<file path="src/source/issue_pkg.sv">
`default_nettype none

package issue_pkg;

  // Physical register tag, 64 tags
  parameter int TAG_W = 6;

  // Opaque reorder-buffer index carried with each micro-op
  parameter int PAYLOAD_W = 8;

  typedef logic [TAG_W-1:0]     tag_t;
  typedef logic [PAYLOAD_W-1:0] payload_t;

  // Wakeup slot lifecycle
  typedef enum logic [1:0] {
    SLOT_FREE  = 2'd0,
    SLOT_WAIT  = 2'd1,
    SLOT_READY = 2'd2
  } slot_state_t;

endpackage

`default_nettype wire

</file>
<file path="src/source/dispatch_if.sv">
`timescale 1ns/1ns
`default_nettype none

// One dispatched micro-op, loaded by the queue in the cycle it is valid
interface dispatch_if
  import issue_pkg::*;
();

  logic     valid;
  tag_t     dest;
  tag_t     src1;
  tag_t     src2;
  logic     src1_pending;
  logic     src2_pending;
  payload_t payload;

  modport source (
    output valid, dest, src1, src2, src1_pending, src2_pending, payload
  );

  modport sink (
    input valid, dest, src1, src2, src1_pending, src2_pending, payload
  );

endinterface

`default_nettype wire

</file>
<file path="src/source/issue_if.sv">
`timescale 1ns/1ns
`default_nettype none

// Selected micro-ops, one per execute lane
interface issue_if
  import issue_pkg::*;
#(
  parameter int ISSUE_WIDTH = 2
) ();

  logic     [ISSUE_WIDTH-1:0] valid;
  tag_t     [ISSUE_WIDTH-1:0] dest;
  payload_t [ISSUE_WIDTH-1:0] payload;

  modport source (
    output valid, dest, payload
  );

  modport sink (
    input valid, dest, payload
  );

endinterface

`default_nettype wire

</file>
<file path="src/source/dispatch_stage.sv">
`timescale 1ns/1ns
`default_nettype none

module dispatch_stage
  import issue_pkg::*;
#(
  parameter int ISSUE_WIDTH = 2
) (
  input  logic                   clock,
  input  logic                   reset,
  input  logic                   in_valid,
  input  tag_t                   in_dest,
  input  tag_t                   in_src1,
  input  tag_t                   in_src2,
  input  logic                   in_src1_used,
  input  logic                   in_src2_used,
  input  payload_t               in_payload,
  output logic                   in_ready,
  input  logic                   almost_full,
  input  logic [ISSUE_WIDTH-1:0] ctb_valid,
  input  tag_t [ISSUE_WIDTH-1:0] ctb_tag,
  dispatch_if.source             disp
);

  // One pending bit per physical register
  logic [2**TAG_W-1:0] busy;

  logic     accept;
  logic     src1_pending;
  logic     src2_pending;
  logic     valid_q;
  tag_t     dest_q;
  tag_t     src1_q;
  tag_t     src2_q;
  logic     pend1_q;
  logic     pend2_q;
  payload_t payload_q;

  function automatic logic on_bus(input tag_t tag);
    logic hit;
    hit = 1'b0;
    for (int l = 0; l < ISSUE_WIDTH; l++) begin
      hit = hit | (ctb_valid[l] && (ctb_tag[l] == tag));
    end
    return hit;
  endfunction

  assign in_ready = ~almost_full;
  assign accept   = in_valid & in_ready;

  // A tag produced this cycle is no longer pending
  always_comb begin
    src1_pending = in_src1_used && busy[in_src1] && !on_bus(in_src1);
    src2_pending = in_src2_used && busy[in_src2] && !on_bus(in_src2);
  end

  // Clears first, so a reused destination stays marked
  always_ff @(posedge clock) begin
    if (reset) begin
      busy <= '0;
    end else begin
      for (int l = 0; l < ISSUE_WIDTH; l++) begin
        if (ctb_valid[l]) begin
          busy[ctb_tag[l]] <= 1'b0;
        end
      end
      if (accept) begin
        busy[in_dest] <= 1'b1;
      end
    end
  end

  always_ff @(posedge clock) begin
    if (reset) begin
      valid_q <= 1'b0;
    end else begin
      valid_q <= accept;
    end
  end

  always_ff @(posedge clock) begin
    if (accept) begin
      dest_q    <= in_dest;
      src1_q    <= in_src1;
      src2_q    <= in_src2;
      pend1_q   <= src1_pending;
      pend2_q   <= src2_pending;
      payload_q <= in_payload;
    end
  end

  // Broadcasts during the register cycle still wake the micro-op
  always_comb begin
    disp.valid        = valid_q;
    disp.dest         = dest_q;
    disp.src1         = src1_q;
    disp.src2         = src2_q;
    disp.src1_pending = pend1_q && !on_bus(src1_q);
    disp.src2_pending = pend2_q && !on_bus(src2_q);
    disp.payload      = payload_q;
  end

  // A micro-op only enters the register when the queue had room
  assert property (@(posedge clock) disable iff (reset) disp.valid |-> !$past(almost_full))
    else $error("dispatch accepted while queue almost full");

endmodule

`default_nettype wire

</file>
<file path="src/source/issue_slot.sv">
`timescale 1ns/1ns
`default_nettype none

module issue_slot
  import issue_pkg::*;
#(
  parameter int ISSUE_WIDTH = 2
) (
  input  logic                   clock,
  input  logic                   reset,
  input  logic                   load,
  input  logic                   grant,
  input  logic [ISSUE_WIDTH-1:0] ctb_valid,
  input  tag_t [ISSUE_WIDTH-1:0] ctb_tag,
  input  tag_t                   dest_in,
  input  tag_t                   src1_in,
  input  tag_t                   src2_in,
  input  logic                   src1_pending_in,
  input  logic                   src2_pending_in,
  input  payload_t               payload_in,
  output slot_state_t            state,
  output tag_t                   dest,
  output payload_t               payload
);

  tag_t             src1;
  tag_t             src2;
  logic             src1_pending;
  logic             src2_pending;
  logic [ISSUE_WIDTH-1:0] src1_hit;
  logic [ISSUE_WIDTH-1:0] src2_hit;
  logic             src1_pending_next;
  logic             src2_pending_next;

  // On the load cycle the incoming tags are snooped
  always_comb begin
    for (int l = 0; l < ISSUE_WIDTH; l++) begin
      src1_hit[l] = ctb_valid[l] && (ctb_tag[l] == (load ? src1_in : src1));
      src2_hit[l] = ctb_valid[l] && (ctb_tag[l] == (load ? src2_in : src2));
    end
    src1_pending_next = (load ? src1_pending_in : src1_pending) && !(|src1_hit);
    src2_pending_next = (load ? src2_pending_in : src2_pending) && !(|src2_hit);
  end

  always_ff @(posedge clock) begin
    if (reset) begin
      state        <= SLOT_FREE;
      src1_pending <= 1'b0;
      src2_pending <= 1'b0;
    end else begin
      src1_pending <= src1_pending_next;
      src2_pending <= src2_pending_next;
      if (grant) begin
        state <= SLOT_FREE;
      end else if (load || state == SLOT_WAIT) begin
        state <= (src1_pending_next || src2_pending_next) ? SLOT_WAIT : SLOT_READY;
      end
    end
  end

  always_ff @(posedge clock) begin
    if (load) begin
      dest    <= dest_in;
      src1    <= src1_in;
      src2    <= src2_in;
      payload <= payload_in;
    end
  end

  // Allocation and selection in the queue must respect the slot state
  assert property (@(posedge clock) disable iff (reset) load |-> state == SLOT_FREE)
    else $error("slot loaded while occupied");

  assert property (@(posedge clock) disable iff (reset) grant |-> state == SLOT_READY)
    else $error("slot granted while not ready");

endmodule

`default_nettype wire

</file>
<file path="src/source/issue_queue.sv">
`timescale 1ns/1ns
`default_nettype none

module issue_queue
  import issue_pkg::*;
#(
  parameter int IQ_SIZE     = 8,
  parameter int ISSUE_WIDTH = 2
) (
  input  logic                   clock,
  input  logic                   reset,
  dispatch_if.sink               disp,
  input  logic [ISSUE_WIDTH-1:0] ctb_valid,
  input  tag_t [ISSUE_WIDTH-1:0] ctb_tag,
  output logic                   almost_full,
  issue_if.source                iss
);

  slot_state_t slot_state   [IQ_SIZE];
  tag_t        slot_dest    [IQ_SIZE];
  payload_t    slot_payload [IQ_SIZE];

  logic [IQ_SIZE-1:0]           free;
  logic [IQ_SIZE-1:0]           ready;
  logic [IQ_SIZE-1:0]           load;
  logic [IQ_SIZE-1:0]           grant;
  logic [$clog2(IQ_SIZE+1)-1:0] free_count;

  for (genvar k = 0; k < IQ_SIZE; k++) begin : g_slot
    assign free[k]  = (slot_state[k] == SLOT_FREE);
    assign ready[k] = (slot_state[k] == SLOT_READY);

    issue_slot #(
      .ISSUE_WIDTH (ISSUE_WIDTH)
    ) u_slot (
      .clock           (clock),
      .reset           (reset),
      .load            (load[k]),
      .grant           (grant[k]),
      .ctb_valid       (ctb_valid),
      .ctb_tag         (ctb_tag),
      .dest_in         (disp.dest),
      .src1_in         (disp.src1),
      .src2_in         (disp.src2),
      .src1_pending_in (disp.src1_pending),
      .src2_pending_in (disp.src2_pending),
      .payload_in      (disp.payload),
      .state           (slot_state[k]),
      .dest            (slot_dest[k]),
      .payload         (slot_payload[k])
    );
  end

  // Lowest free slot takes the incoming micro-op
  always_comb begin
    load = '0;
    for (int k = IQ_SIZE - 1; k >= 0; k--) begin
      if (free[k]) begin
        load    = '0;
        load[k] = disp.valid;
      end
    end
  end

  always_comb begin
    free_count = '0;
    for (int k = 0; k < IQ_SIZE; k++) begin
      if (free[k]) begin
        free_count = free_count + 1'b1;
      end
    end
  end

  // Margin of two leaves room for the micro-op in the dispatch register
  assign almost_full = (free_count < 2);

  // Ready slots fill the issue lanes lowest index first
  always_comb begin
    int unsigned lane;
    lane        = 0;
    grant       = '0;
    iss.valid   = '0;
    iss.dest    = '0;
    iss.payload = '0;
    for (int k = 0; k < IQ_SIZE; k++) begin
      if (ready[k] && lane < ISSUE_WIDTH) begin
        grant[k]          = 1'b1;
        iss.valid[lane]   = 1'b1;
        iss.dest[lane]    = slot_dest[k];
        iss.payload[lane] = slot_payload[k];
        lane              = lane + 1;
      end
    end
  end

  assert property (@(posedge clock) disable iff (reset) disp.valid |-> |free)
    else $error("dispatched micro-op found no free slot");

  // Two busy lanes never carry the same micro-op
  for (genvar a = 0; a < ISSUE_WIDTH; a++) begin : g_lane_a
    for (genvar b = a + 1; b < ISSUE_WIDTH; b++) begin : g_lane_b
      assert property (@(posedge clock) disable iff (reset)
        (iss.valid[a] && iss.valid[b]) |-> iss.dest[a] != iss.dest[b])
        else $error("micro-op granted to more than one lane");
    end
  end

endmodule

`default_nettype wire

</file>
<file path="src/source/exec_pipes.sv">
`timescale 1ns/1ns
`default_nettype none

module exec_pipes
  import issue_pkg::*;
#(
  parameter int ISSUE_WIDTH  = 2,
  parameter int EXEC_LATENCY = 2
) (
  input  logic                       clock,
  input  logic                       reset,
  issue_if.sink                      iss,
  output logic     [ISSUE_WIDTH-1:0] ctb_valid,
  output tag_t     [ISSUE_WIDTH-1:0] ctb_tag,
  output logic     [ISSUE_WIDTH-1:0] done_valid,
  output tag_t     [ISSUE_WIDTH-1:0] done_tag,
  output payload_t [ISSUE_WIDTH-1:0] done_payload
);

  for (genvar l = 0; l < ISSUE_WIDTH; l++) begin : g_lane
    logic [EXEC_LATENCY-1:0] stage_valid;
    tag_t                    stage_tag     [EXEC_LATENCY];
    payload_t                stage_payload [EXEC_LATENCY];

    always_ff @(posedge clock) begin
      if (reset) begin
        stage_valid <= '0;
      end else begin
        stage_valid[0] <= iss.valid[l];
        for (int s = 1; s < EXEC_LATENCY; s++) begin
          stage_valid[s] <= stage_valid[s-1];
        end
      end
    end

    always_ff @(posedge clock) begin
      stage_tag[0]     <= iss.dest[l];
      stage_payload[0] <= iss.payload[l];
      for (int s = 1; s < EXEC_LATENCY; s++) begin
        stage_tag[s]     <= stage_tag[s-1];
        stage_payload[s] <= stage_payload[s-1];
      end
    end

    // Last stage completes and wakes dependents in the same cycle
    assign ctb_valid[l]    = stage_valid[EXEC_LATENCY-1];
    assign ctb_tag[l]      = stage_tag[EXEC_LATENCY-1];
    assign done_payload[l] = stage_payload[EXEC_LATENCY-1];
  end

  assign done_valid = ctb_valid;
  assign done_tag   = ctb_tag;

endmodule

`default_nettype wire

</file>
<file path="src/source/issue_top.sv">
`timescale 1ns/1ns
`default_nettype none

module issue_top
  import issue_pkg::*;
#(
  parameter int IQ_SIZE      = 8,
  parameter int ISSUE_WIDTH  = 2,
  parameter int EXEC_LATENCY = 2
) (
  input  logic                       clock,
  input  logic                       reset,
  input  logic                       in_valid,
  input  tag_t                       in_dest,
  input  tag_t                       in_src1,
  input  tag_t                       in_src2,
  input  logic                       in_src1_used,
  input  logic                       in_src2_used,
  input  payload_t                   in_payload,
  output logic                       in_ready,
  output logic     [ISSUE_WIDTH-1:0] done_valid,
  output tag_t     [ISSUE_WIDTH-1:0] done_tag,
  output payload_t [ISSUE_WIDTH-1:0] done_payload
);

  logic                   almost_full;
  logic [ISSUE_WIDTH-1:0] ctb_valid;
  tag_t [ISSUE_WIDTH-1:0] ctb_tag;

  dispatch_if disp_bus ();
  issue_if #(.ISSUE_WIDTH(ISSUE_WIDTH)) iss_bus ();

  dispatch_stage #(
    .ISSUE_WIDTH (ISSUE_WIDTH)
  ) u_dispatch (
    .clock        (clock),
    .reset        (reset),
    .in_valid     (in_valid),
    .in_dest      (in_dest),
    .in_src1      (in_src1),
    .in_src2      (in_src2),
    .in_src1_used (in_src1_used),
    .in_src2_used (in_src2_used),
    .in_payload   (in_payload),
    .in_ready     (in_ready),
    .almost_full  (almost_full),
    .ctb_valid    (ctb_valid),
    .ctb_tag      (ctb_tag),
    .disp         (disp_bus.source)
  );

  issue_queue #(
    .IQ_SIZE     (IQ_SIZE),
    .ISSUE_WIDTH (ISSUE_WIDTH)
  ) u_queue (
    .clock       (clock),
    .reset       (reset),
    .disp        (disp_bus.sink),
    .ctb_valid   (ctb_valid),
    .ctb_tag     (ctb_tag),
    .almost_full (almost_full),
    .iss         (iss_bus.source)
  );

  exec_pipes #(
    .ISSUE_WIDTH  (ISSUE_WIDTH),
    .EXEC_LATENCY (EXEC_LATENCY)
  ) u_exec (
    .clock        (clock),
    .reset        (reset),
    .iss          (iss_bus.sink),
    .ctb_valid    (ctb_valid),
    .ctb_tag      (ctb_tag),
    .done_valid   (done_valid),
    .done_tag     (done_tag),
    .done_payload (done_payload)
  );

endmodule

`default_nettype wire

</file>
<file path="config.mk">
export PLATFORM = sky130hd
export DESIGN_NAME = issue_top
export DESIGN_NICKNAME = d
export VERILOG_FILES = /design/src/source/issue_pkg.sv /design/src/source/dispatch_if.sv /design/src/source/issue_if.sv /design/src/source/dispatch_stage.sv /design/src/source/issue_slot.sv /design/src/source/issue_queue.sv /design/src/source/exec_pipes.sv /design/src/source/issue_top.sv
export SDC_FILE = /design/constraint.sdc
export NUM_CORES = 1
export LEC_CHECK = 0
export BUFFER_PORTS_ARGS = -buffer_cell sky130_fd_sc_hd__buf_2
export CAP_MARGIN = 20
export CORE_MARGIN = 2
export CORE_UTILIZATION = 35
export DETAILED_ROUTE_END_ITERATION = 16
export GPL_TIMING_DRIVEN = 0
export PLACE_DENSITY = 0.5
export SLEW_MARGIN = 20
export SYNTH_ARGS = -nofsm -noshare
export SYNTH_HDL_FRONTEND = slang
export SYNTH_SLANG_ARGS = --single-unit
</file>
<file path="constraint.sdc">
create_clock -name clock -period 5 [get_ports clock]
set_input_delay 0.75 -clock clock [delete_from_list [all_inputs] [get_ports clock]]
set_output_delay 0.75 -clock clock [all_outputs]
set_load 0.01 [all_outputs]
</file>
# Word-level counts from Yosys, hierarchy flattened

Memories as Yosys holds them, arrays and structs flattened.
Cells that the tools add are included.

Add/sub/neg operators: 13
$lt $le $gt $ge: 30
Equality and inequality tests: 56
Multiplexer cells: 165
Bitwise logic cells: 18
Reduce and logical (&&, ||, !) cells: 147

Operators with widths:

| kind                                                                          | number |
|---|---|
| 32-bit by 2-bit less-than comparator with 1-bit output, second input constant | 12 |
| 64-bit 2-to-1 mux                                                             | 5 |
| 6-bit equality test                                                           | 40 |
| 32-bit by 1-bit >= comparator with 1-bit output, second input constant        | 6 |
| 32-bit 2-to-1 mux                                                             | 6 |
| 32-bit by 1-bit adder with 32-bit output, second input constant               | 5 |
| 6-bit 2-to-1 mux                                                              | 24 |
| 64-bit bitwise AND                                                            | 2 |
| 8-bit 2-to-1 mux                                                              | 16 |
| 64-bit NOT                                                                    | 2 |
| 16-bit bitwise mux                                                            | 7 |
| 16-bit 2-to-1 mux                                                             | 7 |
| 12-bit bitwise mux                                                            | 7 |
| 12-bit 2-to-1 mux                                                             | 7 |
| 1-bit logical AND                                                             | 79 |
| 64-bit bitwise OR                                                             | 1 |
| 8-bit demux with 1-bit select                                                 | 7 |
| 2-bit OR reduction                                                            | 24 |
| 6-bit demux with 1-bit select                                                 | 7 |
| 1-bit 2-to-1 mux                                                              | 38 |
| 6-bit by 7-bit less-than comparator with 1-bit output, second input constant  | 5 |
| 2-bit 2-to-1 mux                                                              | 15 |
| 4-bit 2-to-1 mux                                                              | 7 |
| 4-bit by 1-bit adder with 4-bit output, second input constant                 | 6 |
| 18 further kinds                                                              | 94 |

Bits in registers: 337
Bits in writable memories: 56
Bits of input ports: 31
Output and inout port bits: 31
Logic and storage cells: 499
Memories: 4

Memory list:

| memory                         | words | bits a word | read ports | clocked after memory_dff | wr ports | RTL line         | text |
|---|---|---|---|---|---|---|---|
| u_exec.g_lane[0].stage_payload | 2     | 8           | 2          | 0                        | 2        | exec_pipes.sv:23 | `payload_t stage_payload [EXEC_LATENCY];` |
| u_exec.g_lane[1].stage_payload | 2     | 8           | 2          | 0                        | 2        | exec_pipes.sv:23 |  |
| u_exec.g_lane[0].stage_tag     | 2     | 6           | 2          | 0                        | 2        | exec_pipes.sv:22 | `tag_t stage_tag [EXEC_LATENCY];` |
| u_exec.g_lane[1].stage_tag     | 2     | 6           | 2          | 0                        | 2        | exec_pipes.sv:22 |  |

# Logic depth before layout (Yosys ltp)

Word-level depth: 26
Mapped depth: 27
Gate-level depth less buffers: 25

# Cells and area by module

From an unflattened synthesis, not the netlist that was laid out.

Cell total of the unflattened synthesis: 1860
Area, all modules: 20890.0 sq um

Modules (own cells, without submodules):

| module         | instances | cells an instance | area each (sq um) | sequential area each (sq um) |
|---|---|---|---|---|
| issue_slot     | 8         | 100               | 1296.2            | 740.7 |
| dispatch_stage | 1         | 556               | 5594.1            | 2142.1 |
| issue_queue    | 1         | 396               | 3369.5            | 0.0 |
| exec_pipes     | 1         | 108               | 1556.5            | 1201.2 |

# Worst setup path before layout

Ideal clock, no wire load.

Path type: register -> register
From: reg u_queue.g_slot[1].u_slot.state[1]
To: reg u_dispatch.dest_q[0] (netlist: u_dispatch.disp.dest[0]), enable pin
Setup time: 387 ps
Data arrival time: 5083 ps
Required time: 4613 ps
Path slack: -471 ps
Cell stages (with the launch flop): 25
Path buffers: 2
Period minus slack after synthesis: 5471 ps
Cell sequence: dfxtp_1 or2_2 clkbuf_1 ha_1 or3b_1 nand2_1 inv_1 ha_1 nand2_1 o21ai_0 ha_1 nor2_1 nor2_1 ha_1 nand2_1 o31ai_1 ha_1 xor3_1 nand3b_1 a211o_1 a21o_1 and3_1 buf_6 inv_1 and2_1

Cells in the longest elaborated chain, start to end: 17

RTL lines:

| element                                                 | RTL line             | text |
|---|---|---|
| start: declaration                                      | issue_slot.sv:21     | `output slot_state_t state,` |
| start signal: assignment                                | issue_slot.sv:56     | `state <= (src1_pending_next \|\| src2_pending_next) ? SLOT_WAIT : SLOT_READY;` |
| 2-bit logical NOT *                                     | issue_queue.sv:30    | `assign free[k] = (slot_state[k] == SLOT_FREE);` |
| 4-bit 2-to-1 mux *                                      | issue_queue.sv:68    | `if (free[k]) begin` |
| 4-bit by 1-bit adder with 4-bit output                  | issue_queue.sv:69    | `free_count = free_count + 1'b1;` |
| 4-bit 2-to-1 mux *                                      | issue_queue.sv:68    |  |
| 4-bit by 1-bit adder with 4-bit output                  | issue_queue.sv:69    |  |
| 4-bit 2-to-1 mux *                                      | issue_queue.sv:68    |  |
| 4-bit by 1-bit adder with 4-bit output                  | issue_queue.sv:69    |  |
| 4-bit 2-to-1 mux *                                      | issue_queue.sv:68    |  |
| (+3 left out)                                           | -                    |  |
| 4-bit 2-to-1 mux *                                      | issue_queue.sv:68    |  |
| 4-bit by 1-bit adder with 4-bit output                  | issue_queue.sv:69    |  |
| 4-bit 2-to-1 mux *                                      | issue_queue.sv:68    |  |
| 4-bit by 2-bit less-than comparator with 1-bit output * | issue_queue.sv:75    | `assign almost_full = (free_count < 2);` |
| 1-bit NOT *                                             | dispatch_stage.sv:48 | `assign in_ready = ~almost_full;` |
| named net in_ready                                      | issue_top.sv:20      | `output logic in_ready,` |
| 1-bit bitwise AND *                                     | dispatch_stage.sv:49 | `assign accept = in_valid & in_ready;` |
| named net u_dispatch.accept                             | dispatch_stage.sv:28 | `logic accept;` |
| end signal: assignment                                  | dispatch_stage.sv:83 | `dest_q <= in_dest;` |
| end: declaration                                        | dispatch_stage.sv:32 | `tag_t dest_q;` |

Mark *: on every way through the listed nets, which the timed path passes. The rest lies on a longest branch.
A chain may end at the register's enable or synchronous reset.

# Final worst setup path

From: reg u_queue.g_slot[1].u_slot.state[1]
To: out in_ready

Cells in the longest elaborated chain, start to end: 16

RTL lines:

| element                                                 | RTL line |
|---|---|
| 2-bit logical NOT *                                     | issue_queue.sv:30 |
| 4-bit 2-to-1 mux *                                      | issue_queue.sv:68 |
| 4-bit by 1-bit adder with 4-bit output                  | issue_queue.sv:69 |
| 4-bit 2-to-1 mux *                                      | issue_queue.sv:68 |
| 4-bit by 1-bit adder with 4-bit output                  | issue_queue.sv:69 |
| 4-bit 2-to-1 mux *                                      | issue_queue.sv:68 |
| 4-bit by 1-bit adder with 4-bit output                  | issue_queue.sv:69 |
| 4-bit 2-to-1 mux *                                      | issue_queue.sv:68 |
| 4-bit by 1-bit adder with 4-bit output                  | issue_queue.sv:69 |
| 4-bit 2-to-1 mux *                                      | issue_queue.sv:68 |
| 4-bit by 1-bit adder with 4-bit output                  | issue_queue.sv:69 |
| 4-bit 2-to-1 mux *                                      | issue_queue.sv:68 |
| 4-bit by 1-bit adder with 4-bit output                  | issue_queue.sv:69 |
| 4-bit 2-to-1 mux *                                      | issue_queue.sv:68 |
| 4-bit by 2-bit less-than comparator with 1-bit output * | issue_queue.sv:75 |
| 1-bit NOT *                                             | dispatch_stage.sv:48 |
| end: declaration                                        | issue_top.sv:20 |

Every way passes the cells marked *; elsewhere a longest branch is shown, timed or not.

==> run summary <==
The clock power share came out at 0.245. The total internal power is 8.74 mW. The maximum number of pins on one net before global-route repair is 29. Counting I/O delays and the setup requirement, the final critical path takes 5.39 ns. The most used flip-flop cell after synthesis is sky130_fd_sc_hd__dfxtp_1.

The x dimension of the die is 248 um. The worst setup path is captured at an output port. The transition time at the pin with the least slew margin is 1.29 ns. The source-to-sink clock delay at the later pin of the worst-skew pair is 0.61 ns. After detailed routing, the number of vias per cell comes to 5.90. The aggregate routed wire length is ~80 mm. The total clock buffers created by CTS came out at 47. The run finished, with violations left. The number of placement rows came out at 89. The share of total power in sequential cells came out at 0.298.

The total number of vias came out at 17,400. The number of fillers in the final layout came out at 5,762. The share of the core filled with cells came out at 0.415.

TritonCTS built the clock tree. In the routed design, unresolved DRC markers number 0. The mean post-synth cell area is 10.5 um2. The number of nets in the finished design is 2,177. The post-synthesis cell count is 1,990.

The via count of the first global-routing pass came out at 16,800. The height of the die came out at 248 um. From synthesis to final layout, the design area changed by 17.4%. The number of distinct library cell variants in the gate-level netlist after synthesis came out at 92. In this run the critical register-to-register path is captured at u_queue.g_slot[5].u_slot.state[0]. In this run the most critical hold path is launched from u_exec.g_lane[0].stage_tag[0][5]. The die area came out at 0.0616 mm2. The tree is rooted in a sky130_fd_sc_hd__clkbuf_16. The highest achievable clock rate is 186 MHz.

The switching power total came out at about 6 mW. In the final routed layout, each cell accounts on average for 27.4 um. The fraction of registers with async set or reset after synthesis came out at 0. The clock passes through at most 3 buffers. The overall power after layout came out at 14.7 mW. The worst reg-to-reg setup slack came out at around 0.10 ns. The post-route worst setup slack is -0.390 ns. The clock tree synthesis step divided the H-tree into 2 levels. The top-area cell type share of the netlist area came out at 0.243. Dividing total power by cell area gives a power density of 601 mW/mm2.

The region available for standard cell placement spans 0.0590 mm2. For hold timing, the worst endpoint is u_exec.g_lane[0].stage_tag[0][11]. The max-slew violation count was 0. Of the cells placed in the final design, the portion with a size suffix greater than 1 is 0.231.

The share of total power dissipated in combinational logic is 0.457. The number of warnings issued by yosys is 0. The headroom to the max-slew limit came out at 0.132. Sorting the synthesized cells by area gives the leading types as sky130_fd_sc_hd__dfxtp_1, sky130_fd_sc_hd__edfxtp_1, sky130_fd_sc_hd__mux2_2, sky130_fd_sc_hd__xnor2_1, sky130_fd_sc_hd__mux4_2.

The cell accounting for the most synthesized area is sky130_fd_sc_hd__dfxtp_1. The worst setup path is launched from a flop. The cell depth of the worst hold path is 0. The number of clock sinks is between 300 and 400. Setup repair after global routing could not meet its margin everywhere. The HPWL after detailed placement came out at 56.2 mm.

The worst supply voltage drop on vdd came out at about 0.0013 V. The number of enable flip-flop cells after synthesis is 140. The clock-pin slew on the worst setup and hold paths is around 0.06 ns. The data required time of the worst path is 4.25 ns. The switching share of total power is 0.407. The part of the cycle the worst path needs is 1.08. The final sum of negative setup slack came out at -0.390 ns. The global placer's final weighted congestion came out at 0.945. Input and output buffers added on the ports amount to slightly above 60. The setup skew after layout is 0.0275 ns.

The final reports fail on setup timing. The number of antenna violations at the first check in global routing came out at 2. Across every metal layer, demand over resource in global routing totals 0.259. The area of the mapped netlist came out at 0.0209 mm2. For this run, the register share of the synthesized area comes to 0.444. The first detailed-routing pass took 6 iterations. The data arrival time of the critical path came out at 4.64 ns.

The starting density of the core is 0.354. The number of design-rule violations left by the first detailed-router iteration came out at around 2,100. For the worst flop-to-flop path, the logic depth is 10.

The worst setup path is of the flop to output port kind. The number of hold-slack violations in the final timing report came out at 0. The max-cap violation count is 0. The wire length of the first global-routing pass came out at 116 mm. The total nets after synthesis came out at 2,032. The leakage power summed over all cells came out at 9.29 nW. The path type of the worst min-delay path is flop to flop.

The remaining antenna violation count is 0. The total congestion overflow came out at 0. The largest fanout of any net on the critical path came out at 4. After synthesis the netlist holds a flip-flop and latch count of 393. The count of boundary I/O pins came out at just over 60. The number of setup violations in the final report came out at 1. The worst register-to-register path begins at u_dispatch.disp.valid.
==> worst max path at each step <==
stage                                                 to  cells after the start  slack (ns)                              start
floorplan                                       in_ready                     23        0.03  u_queue.g_slot[1].u_slot.state[0]
global placement        u_exec.g_lane[1].stage_tag[0][3]                     22       -1.61  u_queue.g_slot[0].u_slot.state[1]
detailed placement  u_exec.g_lane[1].stage_payload[0][5]                     22       -1.66  u_queue.g_slot[0].u_slot.state[1]
CTS                                             in_ready                     26       -0.53  u_queue.g_slot[1].u_slot.state[0]
global route                                    in_ready                     24       -0.50  u_queue.g_slot[1].u_slot.state[1]
finish                                          in_ready                     24       -0.39  u_queue.g_slot[1].u_slot.state[1]
==> cell usage after synthesis (52+ instances only) <==
cell type,instances
sky130_fd_sc_hd__edfxtp_1,140
sky130_fd_sc_hd__o31ai_1,83
sky130_fd_sc_hd__nand2_1,115
sky130_fd_sc_hd__nor2_1,85
sky130_fd_sc_hd__nand3_1,105
sky130_fd_sc_hd__xnor2_1,135
sky130_fd_sc_hd__inv_1,76
sky130_fd_sc_hd__xor2_1,52
sky130_fd_sc_hd__mux2i_1,52
sky130_fd_sc_hd__a22oi_1,62
sky130_fd_sc_hd__mux2_2,124
sky130_fd_sc_hd__clkbuf_1,98
sky130_fd_sc_hd__dfxtp_1,253
==> sequential cells by signal, indices dropped and copies added (netlist names) <==
register                            count
u_queue.g_slot.u_slot.state            16
u_exec.g_lane.stage_tag                24
u_queue.g_slot.u_slot.src1_pending      8
u_queue.g_slot.u_slot.src1             48
u_exec.g_lane.stage_valid               4
u_dispatch.disp.src2                    6
u_dispatch.disp.payload                 8
u_dispatch.disp.dest                    6
u_queue.g_slot.u_slot.payload          64
u_dispatch.busy                        64
u_dispatch.disp.src1                    6
u_exec.g_lane.stage_payload            32
u_queue.g_slot.u_slot.dest             48
u_dispatch.pend1_q                      1
u_dispatch.disp.valid                   1
u_queue.g_slot.u_slot.src2_pending      8
u_dispatch.pend2_q                      1
u_queue.g_slot.u_slot.src2             48
==> cells by family after synthesis <==
group | Yosys count | synth area share
and+or+nand+nor | 515 | 0.127
DFF | 393 | 0.444
AOI/OAI and AO/OA | 389 | 0.139
buffers and inverters | 264 | 0.0571
muxes | 225 | 0.142
xor gates and xnor gates | 192 | 0.0836
adders and majority gates | 12 | 0.00708
==> critical path, cell delays in order (launching register included) <==
cell and delay (ns):
sky130_fd_sc_hd__dfxtp_4 0.35, sky130_fd_sc_hd__or2_4 0.13, sky130_fd_sc_hd__clkbuf_16 0.14, sky130_fd_sc_hd__ha_4 0.11, sky130_fd_sc_hd__or3b_4 0.37, sky130_fd_sc_hd__nand2_2 0.08
sky130_fd_sc_hd__inv_2 0.05, sky130_fd_sc_hd__ha_4 0.26, sky130_fd_sc_hd__nand2_4 0.05, sky130_fd_sc_hd__o21ai_4 0.09, sky130_fd_sc_hd__ha_4 0.23, sky130_fd_sc_hd__nor2_4 0.11
sky130_fd_sc_hd__nor2_2 0.05, sky130_fd_sc_hd__ha_1 0.31, sky130_fd_sc_hd__nand2_2 0.08, sky130_fd_sc_hd__o31ai_4 0.09, sky130_fd_sc_hd__ha_4 0.29, sky130_fd_sc_hd__nor2_2 0.03
sky130_fd_sc_hd__o21bai_4 0.18, sky130_fd_sc_hd__inv_2 0.09, sky130_fd_sc_hd__ha_4 0.20, sky130_fd_sc_hd__o31ai_4 0.24, sky130_fd_sc_hd__and3_4 0.33, sky130_fd_sc_hd__inv_4 0.05
sky130_fd_sc_hd__buf_6 0.12
==> routing by layer <==
metal / track usage / vias up / wire length (um)
met4: 0.0921 / 0 / 2810
met5: 0 / - / 0
li1: - / 7692 / -
met3: 0.0426 / 181 / 6410
met1: 0.369 / 8680 / 36000
met2: 0.397 / 827 / 35400
==> cell usage in the layout, fill, tap and decap left out, drive strengths merged, types with 29 or more instances in the layout <==
| master | count |
|---|---|
| edfxtp | 140 |
| inv | 88 |
| a22oi | 62 |
| clkbuf | 160 |
| o31ai | 83 |
| mux2 | 130 |
| mux2i | 53 |
| xor2 | 52 |
| dfxtp | 253 |
| xnor2 | 136 |
| nor4 | 29 |
| nand2 | 116 |
| mux4 | 42 |
| a21oi | 46 |
| nand3 | 108 |
| buf | 177 |
| o21ai | 35 |
| nor2 | 86 |
==> final cells by class <==
| cell class | instances | area (um2) | share of cell area |
|---|---|---|---|
| antenna | 2 | 5.00 | 0.000204 |
| buffer | 174 | 935 | 0.0381 |
| clock buffer | 64 | 1380 | 0.0564 |
| clock inverter | 22 | 238 | 0.00970 |
| inverter | 87 | 329 | 0.0134 |
| multi-input combinational | 1333 | 10700 | 0.438 |
| sequential | 393 | 9280 | 0.379 |
| tap | 773 | 967 | 0.0395 |
| timing repair buffer | 99 | 647 | 0.0264 |
==> power groups by stage <==
stage / Clock [mW] / Combinational [mW] / Sequential (mW)
6_report: 3.61 / 6.72 / 4.39
5_1_grt: 3.78 / 7.08 / 4.44
4_1_cts: 3.65 / 6.34 / 4.39
3_5_place_dp: 0 / 5.62 / 4.46
3_3_place_gp: 0 / 5.54 / 4.44
2_1_floorplan: 0 / 3.83 / 4.28
==> metrics by stage <==
step	cell area (um2)	cells	setup WS [ns]	hold slack [ns]
CTS	24300	2936	-0.532	0.314
global route	24500	2945	-0.501	0.317
floorplan	20900	1990	0.0277	0.310
finish	24500	2947	-0.390	0.324
detailed placement	22300	2829	-1.66	0.312
global placement	22100	2824	-1.61	0.310
==> timing repair <==
action / 4_1_cts / 5_1_grt
cloned: 0 / 0
buffers inserted: 23 / 9
endpoints found under the setup margin: 127 / 58
hold buffers: 0 / 0
gates resized for setup: 65 / 28
pin swaps: 17 / 14
endpoints found under the hold margin: 0 / 0
No activity file was read; power rests on OpenSTA's default activity.
